--- src/design/core_pkg.sv ---
package core_pkg;

   localparam int xlen     = 32;
   localparam int num_regs = 8;

   typedef logic [xlen-1:0] word_t;     // Data word or byte address
   typedef logic [2:0]      reg_idx_t;  // eax .. edi
   typedef logic [15:0]     imm_t;

   localparam word_t reset_pc = '0;

   // Instruction word: op 31..28, dest 26..24, src 22..20, imm 15..0
   typedef enum logic [3:0] {
      op_mov_imm = 4'd0,
      op_add     = 4'd1,
      op_sub     = 4'd2,
      op_and     = 4'd3,
      op_or      = 4'd4,
      op_xor     = 4'd5,
      op_add_imm = 4'd6,
      op_load    = 4'd7,
      op_store   = 4'd8,
      op_jmp     = 4'd9,
      op_halt    = 4'd10
   } opcode_t;

   // Fetch to register access
   typedef struct packed {
      word_t instr;
      word_t pc;
   } fetch_pkt_t;

   // Register access to execute
   typedef struct packed {
      opcode_t  opcode;
      reg_idx_t dest;
      word_t    dest_val;
      word_t    src_val;
      word_t    imm;       // Already sign-extended
      word_t    pc;
   } exec_pkt_t;

endpackage

--- src/design/bus_pkg.sv ---
package bus_pkg;

   localparam int strb_w = core_pkg::xlen / 8;
   localparam logic [strb_w-1:0] full_strb = '1;  // Whole-word writes only

   // Internal requester port
   typedef struct packed {
      logic            valid;
      logic            write;
      core_pkg::word_t addr;
      core_pkg::word_t wdata;
   } mem_req_t;

   typedef struct packed {
      logic            ready;   // Grant
      logic            rvalid;  // One pulse per granted request
      core_pkg::word_t rdata;
   } mem_rsp_t;

   // AXI4-Lite master outputs
   typedef struct packed {
      logic              awvalid;
      core_pkg::word_t   awaddr;
      logic              wvalid;
      core_pkg::word_t   wdata;
      logic [strb_w-1:0] wstrb;
      logic              bready;
      logic              arvalid;
      core_pkg::word_t   araddr;
      logic              rready;
   } axi_m2s_t;

   typedef struct packed {
      logic            awready;
      logic            wready;
      logic            bvalid;
      logic [1:0]      bresp;
      logic            arready;
      logic            rvalid;
      core_pkg::word_t rdata;
      logic [1:0]      rresp;
   } axi_s2m_t;

endpackage

--- src/design/fetch_unit.sv ---
`timescale 1ns/10ps

module fetch_unit (
   input  logic                 clk,
   input  logic                 rst_n,
   input  logic                 redirect,
   input  core_pkg::word_t      redirect_pc,
   output bus_pkg::mem_req_t    mem_req,
   input  bus_pkg::mem_rsp_t    mem_rsp,
   output logic                 out_valid,
   input  logic                 out_ready,
   output core_pkg::fetch_pkt_t out_pkt,
   output logic                 halted
);
   import core_pkg::*;
   import bus_pkg::*;

   typedef enum logic [1:0] {
      s_idle,
      s_request,
      s_wait,
      s_hold
   } state_t;

   state_t     state;
   word_t      pc_q;        // Next word to fetch
   word_t      req_addr_q;
   word_t      next_pc;
   logic       drop_q;      // Outstanding response is stale
   logic       halted_q;
   logic       rsp_halt;
   fetch_pkt_t pkt_q;

   assign next_pc  = redirect ? redirect_pc : pc_q;
   assign rsp_halt = (opcode_t'(mem_rsp.rdata[31:28]) == op_halt);

   assign mem_req.valid = (state == s_request);
   assign mem_req.write = 1'b0;
   assign mem_req.addr  = req_addr_q;
   assign mem_req.wdata = '0;

   assign out_valid = (state == s_hold);
   assign out_pkt   = pkt_q;
   assign halted    = halted_q;

   always_ff @(posedge clk) begin
      if (!rst_n) begin
         state      <= s_idle;
         pc_q       <= reset_pc;
         req_addr_q <= reset_pc;
         drop_q     <= 1'b0;
         halted_q   <= 1'b0;
      end else begin
         if (redirect)
            pc_q <= redirect_pc;
         case (state)
            s_idle: begin
               // A jmp older than the halt word still restarts fetch
               if (!halted_q || redirect) begin
                  halted_q   <= 1'b0;
                  req_addr_q <= next_pc;
                  pc_q       <= next_pc + 32'd4;
                  state      <= s_request;
               end
            end
            s_request: begin
               if (redirect)
                  drop_q <= 1'b1;
               if (mem_rsp.ready)
                  state <= s_wait;
            end
            s_wait: begin
               if (mem_rsp.rvalid) begin
                  if (drop_q || redirect) begin
                     drop_q     <= 1'b0;
                     req_addr_q <= next_pc;
                     pc_q       <= next_pc + 32'd4;
                     state      <= s_request;
                  end else if (rsp_halt) begin
                     halted_q <= 1'b1;
                     state    <= s_idle;
                  end else begin
                     state <= s_hold;
                  end
               end else if (redirect) begin
                  drop_q <= 1'b1;
               end
            end
            s_hold: begin
               if (redirect || out_ready) begin
                  req_addr_q <= next_pc;
                  pc_q       <= next_pc + 32'd4;
                  state      <= s_request;
               end
            end
            default: state <= s_idle;
         endcase
      end
   end

   always_ff @(posedge clk) begin
      if (state == s_wait && mem_rsp.rvalid) begin
         pkt_q.instr <= mem_rsp.rdata;
         pkt_q.pc    <= req_addr_q;
      end
   end

endmodule

--- src/design/register_access.sv ---
`timescale 1ns/10ps

module register_access (
   input  logic                 clk,
   input  logic                 rst_n,
   input  logic                 in_valid,
   output logic                 in_ready,
   input  core_pkg::fetch_pkt_t in_pkt,
   input  logic                 flush,
   output logic                 out_valid,
   input  logic                 out_ready,
   output core_pkg::exec_pkt_t  out_pkt,
   input  logic                 wb_en,
   input  core_pkg::reg_idx_t   wb_idx,
   input  core_pkg::word_t      wb_data,
   input  logic                 busy_dest_valid,
   input  core_pkg::reg_idx_t   busy_dest
);
   import core_pkg::*;

   word_t     regs [num_regs];
   exec_pkt_t pkt_q;
   logic      valid_q;

   opcode_t  in_op;
   reg_idx_t in_dest;
   reg_idx_t in_src;
   imm_t     in_imm;
   word_t    dest_val;
   word_t    src_val;
   logic     reads_dest;
   logic     reads_src;
   logic     hazard;

   assign in_op   = opcode_t'(in_pkt.instr[31:28]);
   assign in_dest = in_pkt.instr[26:24];
   assign in_src  = in_pkt.instr[22:20];
   assign in_imm  = in_pkt.instr[15:0];

   always_comb begin
      reads_dest = 1'b0;
      reads_src  = 1'b0;
      case (in_op)
         op_add, op_sub, op_and, op_or, op_xor, op_store: begin
            reads_dest = 1'b1;
            reads_src  = 1'b1;
         end
         op_add_imm: reads_dest = 1'b1;
         op_load:    reads_src  = 1'b1;
         default:    ;
      endcase
   end

   // Write-back in the same cycle wins over the array
   assign dest_val = (wb_en && wb_idx == in_dest) ? wb_data : regs[in_dest];
   assign src_val  = (wb_en && wb_idx == in_src) ? wb_data : regs[in_src];

   assign hazard = busy_dest_valid &&
                   ((reads_dest && busy_dest == in_dest) || (reads_src && busy_dest == in_src));

   assign in_ready  = !valid_q && !hazard;
   assign out_valid = valid_q;
   assign out_pkt   = pkt_q;

   always_ff @(posedge clk) begin
      if (!rst_n) begin
         for (int i = 0; i < num_regs; i++)
            regs[i] <= '0;
      end else if (wb_en) begin
         regs[wb_idx] <= wb_data;
      end
   end

   always_ff @(posedge clk) begin
      if (!rst_n)
         valid_q <= 1'b0;
      else if (flush)
         valid_q <= 1'b0;   // Wrong path after jmp
      else if (in_valid && in_ready)
         valid_q <= 1'b1;
      else if (out_ready)
         valid_q <= 1'b0;
   end

   always_ff @(posedge clk) begin
      if (in_valid && in_ready) begin
         pkt_q.opcode   <= in_op;
         pkt_q.dest     <= in_dest;
         pkt_q.dest_val <= dest_val;
         pkt_q.src_val  <= src_val;
         pkt_q.imm      <= {{(xlen-16){in_imm[15]}}, in_imm};
         pkt_q.pc       <= in_pkt.pc;
      end
   end

endmodule

--- src/design/execute_unit.sv ---
`timescale 1ns/10ps

module execute_unit (
   input  logic                clk,
   input  logic                rst_n,
   input  logic                in_valid,
   output logic                in_ready,
   input  core_pkg::exec_pkt_t in_pkt,
   output bus_pkg::mem_req_t   mem_req,
   input  bus_pkg::mem_rsp_t   mem_rsp,
   output logic                wb_en,
   output core_pkg::reg_idx_t  wb_idx,
   output core_pkg::word_t     wb_data,
   output logic                busy_dest_valid,
   output core_pkg::reg_idx_t  busy_dest,
   output logic                redirect,
   output core_pkg::word_t     redirect_pc
);
   import core_pkg::*;
   import bus_pkg::*;

   typedef enum logic [1:0] {
      s_idle,
      s_memory,
      s_done
   } state_t;

   state_t    state;
   exec_pkt_t pkt_q;
   logic      req_sent_q;   // Grant seen, waiting for the response
   logic      take;
   logic      in_is_mem;
   logic      is_load;
   logic      is_jmp;
   logic      writes_reg;
   word_t     alu_res;
   word_t     mem_addr;

   assign is_load    = (pkt_q.opcode == op_load);
   assign is_jmp     = (pkt_q.opcode == op_jmp);
   assign writes_reg = pkt_q.opcode inside {op_mov_imm, op_add, op_sub, op_and, op_or,
                                            op_xor, op_add_imm, op_load};
   assign in_is_mem  = in_pkt.opcode inside {op_load, op_store};

   always_comb begin
      case (pkt_q.opcode)
         op_mov_imm: alu_res = pkt_q.imm;
         op_add:     alu_res = pkt_q.dest_val + pkt_q.src_val;
         op_sub:     alu_res = pkt_q.dest_val - pkt_q.src_val;
         op_and:     alu_res = pkt_q.dest_val & pkt_q.src_val;
         op_or:      alu_res = pkt_q.dest_val | pkt_q.src_val;
         op_xor:     alu_res = pkt_q.dest_val ^ pkt_q.src_val;
         op_add_imm: alu_res = pkt_q.dest_val + pkt_q.imm;
         default:    alu_res = pkt_q.dest_val;
      endcase
   end

   assign mem_addr = pkt_q.src_val + pkt_q.imm;

   // No intake behind a jmp, the next packet is wrong path
   assign in_ready = (state == s_idle) || (state == s_done && !is_jmp);
   assign take     = in_valid && in_ready;

   assign mem_req.valid = (state == s_memory) && !req_sent_q;
   assign mem_req.write = !is_load;
   assign mem_req.addr  = mem_addr;
   assign mem_req.wdata = pkt_q.dest_val;   // Store data

   assign wb_en   = (state == s_done && writes_reg) ||
                    (state == s_memory && mem_rsp.rvalid && is_load);
   assign wb_idx  = pkt_q.dest;
   assign wb_data = (state == s_memory) ? mem_rsp.rdata : alu_res;

   assign busy_dest_valid = (state != s_idle) && writes_reg && !wb_en;
   assign busy_dest       = pkt_q.dest;

   assign redirect    = (state == s_done) && is_jmp;
   assign redirect_pc = {pkt_q.imm[xlen-3:0], 2'b00};   // Word index to byte address

   always_ff @(posedge clk) begin
      if (!rst_n) begin
         state      <= s_idle;
         req_sent_q <= 1'b0;
      end else begin
         case (state)
            s_memory: begin
               if (mem_rsp.ready)
                  req_sent_q <= 1'b1;
               if (mem_rsp.rvalid) begin
                  req_sent_q <= 1'b0;
                  state      <= s_idle;
               end
            end
            default: begin
               if (take)
                  state <= in_is_mem ? s_memory : s_done;
               else
                  state <= s_idle;
            end
         endcase
      end
   end

   always_ff @(posedge clk) begin
      if (take)
         pkt_q <= in_pkt;
   end

endmodule

--- src/design/mem_arbiter.sv ---
`timescale 1ns/10ps

module mem_arbiter (
   input  logic              clk,
   input  logic              rst_n,
   input  bus_pkg::mem_req_t fetch_req,
   output bus_pkg::mem_rsp_t fetch_rsp,
   input  bus_pkg::mem_req_t data_req,
   output bus_pkg::mem_rsp_t data_rsp,
   output bus_pkg::axi_m2s_t axi_req,
   input  bus_pkg::axi_s2m_t axi_rsp
);
   import core_pkg::*;
   import bus_pkg::*;

   typedef enum logic [2:0] {
      s_idle,
      s_rd_addr,
      s_rd_data,
      s_wr_addr,
      s_wr_resp
   } state_t;

   state_t   state;
   logic     owner_data_q;   // Execute holds the bus
   logic     aw_done_q;
   logic     w_done_q;
   word_t    addr_q;
   word_t    wdata_q;
   logic     grant_data;
   logic     grant_fetch;
   logic     aw_hs;
   logic     w_hs;
   logic     done;
   mem_req_t sel_req;

   // Execute first, a stalled execute blocks everything behind it
   assign grant_data  = (state == s_idle) && data_req.valid;
   assign grant_fetch = (state == s_idle) && !data_req.valid && fetch_req.valid;
   assign sel_req     = grant_data ? data_req : fetch_req;

   assign axi_req.awvalid = (state == s_wr_addr) && !aw_done_q;
   assign axi_req.awaddr  = addr_q;
   assign axi_req.wvalid  = (state == s_wr_addr) && !w_done_q;
   assign axi_req.wdata   = wdata_q;
   assign axi_req.wstrb   = full_strb;
   assign axi_req.bready  = (state == s_wr_resp);
   assign axi_req.arvalid = (state == s_rd_addr);
   assign axi_req.araddr  = addr_q;
   assign axi_req.rready  = (state == s_rd_data);

   assign aw_hs = axi_req.awvalid && axi_rsp.awready;
   assign w_hs  = axi_req.wvalid && axi_rsp.wready;
   assign done  = (state == s_rd_data && axi_rsp.rvalid) ||
                  (state == s_wr_resp && axi_rsp.bvalid);

   assign fetch_rsp.ready  = grant_fetch;
   assign fetch_rsp.rvalid = done && !owner_data_q;
   assign fetch_rsp.rdata  = axi_rsp.rdata;
   assign data_rsp.ready   = grant_data;
   assign data_rsp.rvalid  = done && owner_data_q;
   assign data_rsp.rdata   = axi_rsp.rdata;

   always_ff @(posedge clk) begin
      if (!rst_n) begin
         state        <= s_idle;
         owner_data_q <= 1'b0;
         aw_done_q    <= 1'b0;
         w_done_q     <= 1'b0;
      end else begin
         case (state)
            s_idle: begin
               if (grant_data || grant_fetch) begin
                  owner_data_q <= grant_data;
                  state        <= sel_req.write ? s_wr_addr : s_rd_addr;
               end
            end
            s_rd_addr: if (axi_rsp.arready) state <= s_rd_data;
            s_rd_data: if (axi_rsp.rvalid) state <= s_idle;
            s_wr_addr: begin
               // aw and w may be accepted in either order
               if ((aw_done_q || aw_hs) && (w_done_q || w_hs)) begin
                  aw_done_q <= 1'b0;
                  w_done_q  <= 1'b0;
                  state     <= s_wr_resp;
               end else begin
                  if (aw_hs)
                     aw_done_q <= 1'b1;
                  if (w_hs)
                     w_done_q <= 1'b1;
               end
            end
            s_wr_resp: if (axi_rsp.bvalid) state <= s_idle;
            default:   state <= s_idle;
         endcase
      end
   end

   always_ff @(posedge clk) begin
      if (grant_data || grant_fetch) begin
         addr_q  <= sel_req.addr;
         wdata_q <= sel_req.wdata;
      end
   end

endmodule

--- src/design/pipeline_top.sv ---
`timescale 1ns/10ps

module pipeline_top (
   input  logic              clk,
   input  logic              rst_n,
   output bus_pkg::axi_m2s_t axi_req,
   input  bus_pkg::axi_s2m_t axi_rsp,
   output logic              halted
);
   import core_pkg::*;
   import bus_pkg::*;

   mem_req_t   fetch_req;
   mem_rsp_t   fetch_rsp;
   mem_req_t   data_req;
   mem_rsp_t   data_rsp;
   logic       f_valid;
   logic       f_ready;
   fetch_pkt_t f_pkt;
   logic       r_valid;
   logic       r_ready;
   exec_pkt_t  r_pkt;
   logic       wb_en;
   reg_idx_t   wb_idx;
   word_t      wb_data;
   logic       busy_dest_valid;
   reg_idx_t   busy_dest;
   logic       redirect;     // jmp completed in execute
   word_t      redirect_pc;

   fetch_unit fetch_inst (
      .clk         (clk),
      .rst_n       (rst_n),
      .redirect    (redirect),
      .redirect_pc (redirect_pc),
      .mem_req     (fetch_req),
      .mem_rsp     (fetch_rsp),
      .out_valid   (f_valid),
      .out_ready   (f_ready),
      .out_pkt     (f_pkt),
      .halted      (halted)
   );

   register_access reg_inst (
      .clk             (clk),
      .rst_n           (rst_n),
      .in_valid        (f_valid),
      .in_ready        (f_ready),
      .in_pkt          (f_pkt),
      .flush           (redirect),
      .out_valid       (r_valid),
      .out_ready       (r_ready),
      .out_pkt         (r_pkt),
      .wb_en           (wb_en),
      .wb_idx          (wb_idx),
      .wb_data         (wb_data),
      .busy_dest_valid (busy_dest_valid),
      .busy_dest       (busy_dest)
   );

   execute_unit exec_inst (
      .clk             (clk),
      .rst_n           (rst_n),
      .in_valid        (r_valid),
      .in_ready        (r_ready),
      .in_pkt          (r_pkt),
      .mem_req         (data_req),
      .mem_rsp         (data_rsp),
      .wb_en           (wb_en),
      .wb_idx          (wb_idx),
      .wb_data         (wb_data),
      .busy_dest_valid (busy_dest_valid),
      .busy_dest       (busy_dest),
      .redirect        (redirect),
      .redirect_pc     (redirect_pc)
   );

   mem_arbiter arb_inst (
      .clk       (clk),
      .rst_n     (rst_n),
      .fetch_req (fetch_req),
      .fetch_rsp (fetch_rsp),
      .data_req  (data_req),
      .data_rsp  (data_rsp),
      .axi_req   (axi_req),
      .axi_rsp   (axi_rsp)
   );

endmodule

--- config.mk ---
export PLATFORM = sky130hd
export DESIGN_NAME = pipeline_top
export DESIGN_NICKNAME = d
export VERILOG_FILES = /design/src/design/core_pkg.sv /design/src/design/bus_pkg.sv /design/src/design/fetch_unit.sv /design/src/design/register_access.sv /design/src/design/execute_unit.sv /design/src/design/mem_arbiter.sv /design/src/design/pipeline_top.sv
export SDC_FILE = /design/constraint.sdc
export NUM_CORES = 1
export LEC_CHECK = 0
export BUFFER_PORTS_ARGS = -buffer_cell sky130_fd_sc_hd__buf_4
export CAP_MARGIN = 40
export CORE_MARGIN = 1
export CORE_UTILIZATION = 45
export CTS_CLUSTER_SIZE = 24
export DETAILED_ROUTE_END_ITERATION = 6
export PLACE_DENSITY = 0.68
export SLEW_MARGIN = 15
export SYNTH_ARGS = -nofsm -noshare
export SYNTH_HDL_FRONTEND = slang
export SYNTH_SLANG_ARGS = --single-unit
--- constraint.sdc ---
create_clock -name clk -period 11.4 [get_ports clk]
set_clock_uncertainty 0.1 [all_clocks]
set_input_delay 1.14 -clock clk [delete_from_list [all_inputs] [get_ports clk]]
set_output_delay 1.14 -clock clk [all_outputs]
set_load 0.02 [all_outputs]
; Word-level counts from Yosys, hierarchy flattened
; Memory sizes are Yosys's and may differ from the RTL's. A register that Yosys moved wholly into a read port is not among the register bits.
; Cells that the tools add are included.
[word_totals]
regBits = 348
mem_bits_rw = 256
inputBits = 43
out_inout_bits = 106
elab_cells = 218
n_memories = 1
[mem_list]
columns = name, words, width, rd, rd_ports_with_merged_regs, wr, line_no
row1 = reg_inst.regs, 8, 32, 2, 2, 8, register_access.sv:21  ; word_t regs [num_regs];
[classes]
addsub = 5
n_eq_ne = 44
muxes = 62
bitwise_logic = 4
reduce_logical = 77
[op_table]
columns = op, count
row1 = 32-bit two-way mux, 13
row2 = 32-bit case mux with 7 select lines, 1
row3 = 32-bit case mux with 3 select lines, 2
row4 = 32-bit adder, 3
row5 = 65-bit two-way mux, 1
row6 = "4-bit by 3-bit equality test with 1-bit output, second input constant", 9
row7 = "32-bit by 3-bit adder with 32-bit output, second input constant", 1
row8 = 32-bit bitwise AND, 1
row9 = 32-bit OR, 1
row10 = 32-bit OR reduction, 1
row11 = 32-bit subtractor, 1
row12 = 32-bit bitwise XOR, 1
row13 = 1-bit logical AND, 29
row14 = 3-bit two-way mux, 8
row15 = 1-bit two-way mux, 22
row16 = 2-bit two-way mux, 11
row17 = "4-bit by 2-bit equality test with 1-bit output, second input constant", 4
row18 = "4-bit equality test, second input constant", 4
row19 = "2-bit by 1-bit != test with 1-bit output, second input constant", 8
row20 = 2-bit nonzero test, 8
row21 = 3-bit case mux with 5 select lines, 1
row22 = 5-bit AND reduction, 3
row23 = 7-bit OR reduction, 2
row24 = 1-bit zero test, 11
row25 = 21 further kinds, 46

; Logic depth before layout (Yosys ltp)
[logic_depth]
ltp_word = 15
depth_mapped = 21

; By module
; A second synthesis with hierarchy kept.
[unflattened]
hier_cells = 3165
hier_area_um2 = 38174.1
[by_module_without_submodules]
columns = module, instances, cells_per_inst, area_per_inst_um2, seq_area_each_um2
row1 = register_access, 1, 1096, 17783.3, 11280.8
row2 = execute_unit, 1, 1191, 10323.7, 3153.0
row3 = fetch_unit, 1, 588, 6188.4, 3283.1
row4 = mem_arbiter, 1, 290, 3878.7, 2042.0

; Worst setup path after synthesis
; OpenSTA, ideal clock, no wires.
[synth_timing]
path_type = input -> register
from = input port axi_rsp[38] in the netlist's numbering
to = register reg_inst.valid_q (netlist: reg_inst.out_valid)
setup_ns = 0.086
arrival_ns = 9.231
path_slack_ns = 1.983
cell_stages = 8
n_path_buf = 0
cell_sequence = and3b_1 a21oi_1 or3b_1 o31ai_4 nor2_1 nor3b_1 o21ai_0 a21oi_1
[synth_between]
elab_chain_cells = 13
word_cells_on_any_way = 14
classes_between = mux: 1 / reduce/logical: 13
[synth_lines]
columns = element, line_no
row1 = start: declaration, pipeline_top.sv:7  ; input bus_pkg::axi_s2m_t axi_rsp,
row2 = 1-bit logical AND *, mem_arbiter.sv:55  ; (state == s_wr_resp && axi_rsp.bvalid);
row3 = 1-bit logical OR *, mem_arbiter.sv:54  ; assign done = (state == s_rd_data && axi_rsp.rvalid) ||
row4 = 1-bit logical AND *, mem_arbiter.sv:61  ; assign data_rsp.rvalid = done && owner_data_q;
row5 = 1-bit logical AND * (2 in a row), execute_unit.sv:70  ; (state == s_memory && mem_rsp.rvalid && is_load);
row6 = 1-bit logical OR *, execute_unit.sv:69  ; assign wb_en = (state == s_done && writes_reg) ||
row7 = 1-bit zero test *, execute_unit.sv:74  ; assign busy_dest_valid = (state != s_idle) && writes_reg && !wb_en;
row8 = 1-bit logical AND *, execute_unit.sv:74
row9 = 1-bit logical AND *, register_access.sv:58  ; assign hazard = busy_dest_valid &&
row10 = 1-bit zero test *, register_access.sv:61  ; assign in_ready = !valid_q && !hazard;
row11 = 1-bit logical AND *, register_access.sv:61
row12 = 1-bit logical AND *, register_access.sv:79  ; else if (in_valid && in_ready)
row13 = 1-bit two-way mux / 2-bit nonzero test (equally long branches), -
row14 = end signal: assignment, register_access.sv:78  ; valid_q <= 1'b0;
row15 = end signal: assignment, register_access.sv:80  ; valid_q <= 1'b1;
row16 = end signal: assignment, register_access.sv:82  ; valid_q <= 1'b0;
row17 = end: declaration, register_access.sv:23  ; logic valid_q;
; Mark *: on every way between the ends. The rest lies on a longest branch, timed or not.
; A chain may end at the register's enable or synchronous reset.

; Worst setup path after layout
[layout_timing]
from = register exec_inst.pkt_q[68] in the netlist's numbering
to = register reg_inst.pkt_q, in the netlist reg_inst.out_pkt[91] (data pin)
[layout_between]
elab_chain_cells = 4
word_cells_on_any_way = 5
classes_between = add/sub: 2 / mux: 3
[layout_lines]
columns = element, line_no
row1 = start: declaration, execute_unit.sv:29  ; exec_pkt_t pkt_q;
row2 = start signal: assignment, execute_unit.sv:106  ; pkt_q <= in_pkt;
row3 = 32-bit subtractor / 32-bit adder (equally long branches), "execute_unit.sv:49, execute_unit.sv:48"
row4 = 32-bit case mux with 7 select lines *, execute_unit.sv:46  ; case (pkt_q.opcode)
row5 = 32-bit two-way mux *, execute_unit.sv:72  ; assign wb_data = (state == s_memory) ? mem_rsp.rdata : alu_res;
row6 = 32-bit two-way mux *, register_access.sv:56  ; assign src_val = (wb_en && wb_idx == in_src) ? wb_data : regs[in_src];
row7 = via reg_inst.src_val[27], register_access.sv:30  ; word_t src_val;
row8 = end: declaration, register_access.sv:22  ; exec_pkt_t pkt_q;
; The timed path passes the listed nets; every way through them passes the cells marked *.

==> flow_summary.toml <==
[run_status]
result_of_the_run = "complete, but fails checks"
violations = "design-rule violations"

[sta]
hold_slack_final_ns = 0.311
count_of_final_max_slew_check_failures = 0
timing.final.crit_share = 0.517
timing.max_slew.rel_slack = 0.325
finalSetupViolCount = 0
setup_tns_ns = 0
setup_slack_ns = 5.50
rsz0062_at_grt = "no"
finalCriticalPeriod_ns = 5.90
tightestPinTransition_ns = 1.01
fmax_ghz = 0.170
hold_viol_final = 0

[routing]
vias = 24949
ant_nets = 0
via_per_inst = 6.14
drt_pre_antenna_iters = 7
wl_per_cell_um = 23.6
route.final.wire_length_um = 96100
first_iter_violations = 2646
drcViolationCount = 21

[critical_path]
rrSetupSlack_ns = 5.50
r2r-start = "exec_inst.pkt_q[68]"
endpoint = "reg_inst.out_pkt[91]"
timing.critical_path.arrival_ns = 6.12
worstSetupStartpointType = "flip-flop"
critPathMaxFanout = 10
worst-setup-path-type = "reg2reg"
worst_setup_end_kind = "flip-flop"
setup.worst_path.start = "exec_inst.pkt_q[68]"
worst-endpoint-required_ns = 11.62
worst_r2r_path_depth = 19
r2r-end = "reg_inst.out_pkt[91]"

[grt]
groute.layer.met2.usage = 0.413
first_global_vias = 23803
grtUsageMet1 = 0.337
grt_antenna_before_repair = 2
grt_overflow_total = 0
grt_pass1_wl_um = 144000
met3_usage = 0.0336
maximum_number_of_pins_on_one_net_before_global_route_repair = 68
gr-max-usage-layer = "met2"
grt_use_total = 0.251

[worst_hold_path]
hold_path.class = "reg2reg"

[power_and_ir_drop]
finalPower_w = 0.00605
irDropWorstVdd_mv = 0.103
leakagePower_nw = 14.0
pd_cells_nw_per_um2 = 161

[finish]
num-nets-final = 3241
layout.cells.most_common_list = "520 x sky130_fd_sc_hd__edfxtp_1, 442 x sky130_fd_sc_hd__nor2_1, 252 x sky130_fd_sc_hd__nand2_1"
area_growth_syn_to_layout_pct = 12.0
fill_count = 6413
multi_input_area_sq_um = 15000
seqCellArea_sq_um = 17300
layout.cells.most_common = "sky130_fd_sc_hd__edfxtp_1"
final_layout_size_suffix_gt1_frac = 0.175

[logic_synthesis]
netlist_area_sq_um = 33500
synth_largest_area_cell = "sky130_fd_sc_hd__edfxtp_1"
ranking_of_synthesized_cells_by_area = "sky130_fd_sc_hd__edfxtp_1 47%, sky130_fd_sc_hd__mux4_2 8.6%, sky130_fd_sc_hd__ha_1 5.2%, sky130_fd_sc_hd__dfxtp_1 5.0%, sky130_fd_sc_hd__nor2_1 5.0%"
synth_edf_count = 520
ys_types = 98
ys.flop_type = "sky130_fd_sc_hd__edfxtp_1"
synth-seq-cells = 604
ys_warn_count = 0
synth_top_area_share = 0.466
number_of_cells_produced_by_synthesis = 2992
postSynth.asyncResetShare = 0
syn_avg_cell_area_sq_um = 11.2
synth_sequential_area_ratio = 0.516

[cts]
cts-resized-gates = 0
clk_pin_slew_ns = 0.06
cts_tree = "yes"
clkLatencyLatePin_ns = 0.65
cts-hold-fix-buffers = 0
clk_path_buf_depth = 3
cts-root-buf = "sky130_fd_sc_hd__clkbuf_16"
clock_tree.htree_level_count = 2
cts_setup_buffers = 0
numCtsBuffers = 60
cts.sinks = 604

[placement]
dp_hpwl_um = 63500
placement.setup.worst_slack_ns = 5.64
count_of_buffers_from_port_buffering = 140
gp_congestion = 0.943

[floorplan]
die_x_um = 275
floorplan.io_pins = 149
floorplan.die_area_sq_um = 75500
die_height_um = 275
floorplan.initialDensity = 0.457
core_sq_um = 73300
placementRows = 99

[run]
max-cap-violations = 0
power by group:
group          total (W)  internal (W)  switching (W)
combinational    0.00126      0.000448       0.000812
clock            0.00199       0.00113       0.000862
sequential       0.00279       0.00267       0.000128
flip-flops by register name (all words and copies together), names as in the netlist, 2 cells and up, named ones only:
signal,flops
fetch_inst.req_addr_q,32
fetch_inst.out_pkt,26
exec_inst.redirect_pc,16
arb_inst.state,3
fetch_inst.state,2
arb_inst.wdata_q,32
fetch_inst.pc_q,32
reg_inst.out_pkt,87
exec_inst.busy_dest,3
exec_inst.state,2
arb_inst.addr_q,32
exec_inst.pkt_q,36
exec_inst.mem_req,32
reg_inst.regs,256
worst min path at each step:
stage                                      start                   endpoint  slack (ns)  cells after the start
after floorplan            reg_inst.out_pkt[128]     exec_inst.busy_dest[0]        0.30                      0
after global routing       reg_inst.out_pkt[104]       exec_inst.mem_req[8]        0.33                      0
after global placement      reg_inst.out_pkt[46]  exec_inst.redirect_pc[16]        0.30                      0
final                     fetch_inst.out_pkt[37]       reg_inst.out_pkt[37]        0.31                      0
after CTS                  reg_inst.out_pkt[114]      exec_inst.mem_req[18]        0.31                      0
after detailed placement   reg_inst.out_pkt[107]      exec_inst.mem_req[11]        0.30                      0
cells in the mapped netlist, drive strengths merged, types with 25 or more instances:
master    n
dfxtp    84
nand2   255
a31oi    38
edfxtp  520
nand2b   25
a21o     36
mux4    128
xnor2    38
o211ai   41
nand3    53
a211oi   52
nor2    445
and3     25
nor3     52
mux2     60
ha      138
a21oi   192
xor2     35
o21ai   199
a221oi   31
buf      78
inv      88
clkbuf  135
through the flow:
stage / std cells / utilization / cell area, sq um
final: 4066 / 0.512 / 37500
after global routing: 4066 / 0.512 / 37500
after CTS: 4061 / 0.511 / 37500
after detailed placement: 3951 / 0.484 / 35500
after global placement: 3928 / 0.480 / 35200
after floorplan: 2995 / - / 33500
cells by family after synthesis:
group	count (synthesis)	share of synthesized area
AND/OR/NAND/NOR	963	0.128
buffers and inverters	302	0.0392
multiplexers	207	0.112
AO/OA/AOI/OAI	702	0.133
adder cells (fa/ha/maj)	140	0.0527
other	1	0.000112
flip-flops	604	0.516
XOR/XNOR	73	0.0191
layer usage:
| layer | share of wire | routed length [um] |
|---|---|---|
| met5 | 0.00012 | 12 |
| met3 | 0.080 | 7670 |
| met2 | 0.47 | 45300 |
| met4 | 0.041 | 3930 |
| met1 | 0.41 | 39100 |
final cells by class:
cell class / instances / share of cell area
timing repair buffer: 214 / 0.0464
tap: 959 / 0.0320
antenna: 1 / 0.0000667
clock buffer: 77 / 0.0436
inverter: 89 / 0.00890
sequential: 604 / 0.461
multi-input combinational: 2089 / 0.399
clock inverter: 33 / 0.00930
critical path, cell delays in order (launching register included):
cell and delay (ns):
sky130_fd_sc_hd__edfxtp_1 0.53, sky130_fd_sc_hd__nor4_1 0.38, sky130_fd_sc_hd__nand3_1 0.19, sky130_fd_sc_hd__nand3b_1 0.25, sky130_fd_sc_hd__nor2_1 0.53, sky130_fd_sc_hd__and2_1 0.24
sky130_fd_sc_hd__nor3_1 0.05, sky130_fd_sc_hd__a21oi_1 0.15, sky130_fd_sc_hd__o21ai_0 0.10, sky130_fd_sc_hd__ha_1 0.35, sky130_fd_sc_hd__a21oi_1 0.26, sky130_fd_sc_hd__o21ai_0 0.14
sky130_fd_sc_hd__a21o_1 0.20, sky130_fd_sc_hd__a211o_1 0.32, sky130_fd_sc_hd__nand4_1 0.11, sky130_fd_sc_hd__a32oi_1 0.21, sky130_fd_sc_hd__a21boi_0 0.28, sky130_fd_sc_hd__xnor2_1 0.11
sky130_fd_sc_hd__a221oi_2 0.72, sky130_fd_sc_hd__o21ai_0 0.35
Note: power is estimated with default switching activity, not from simulation.
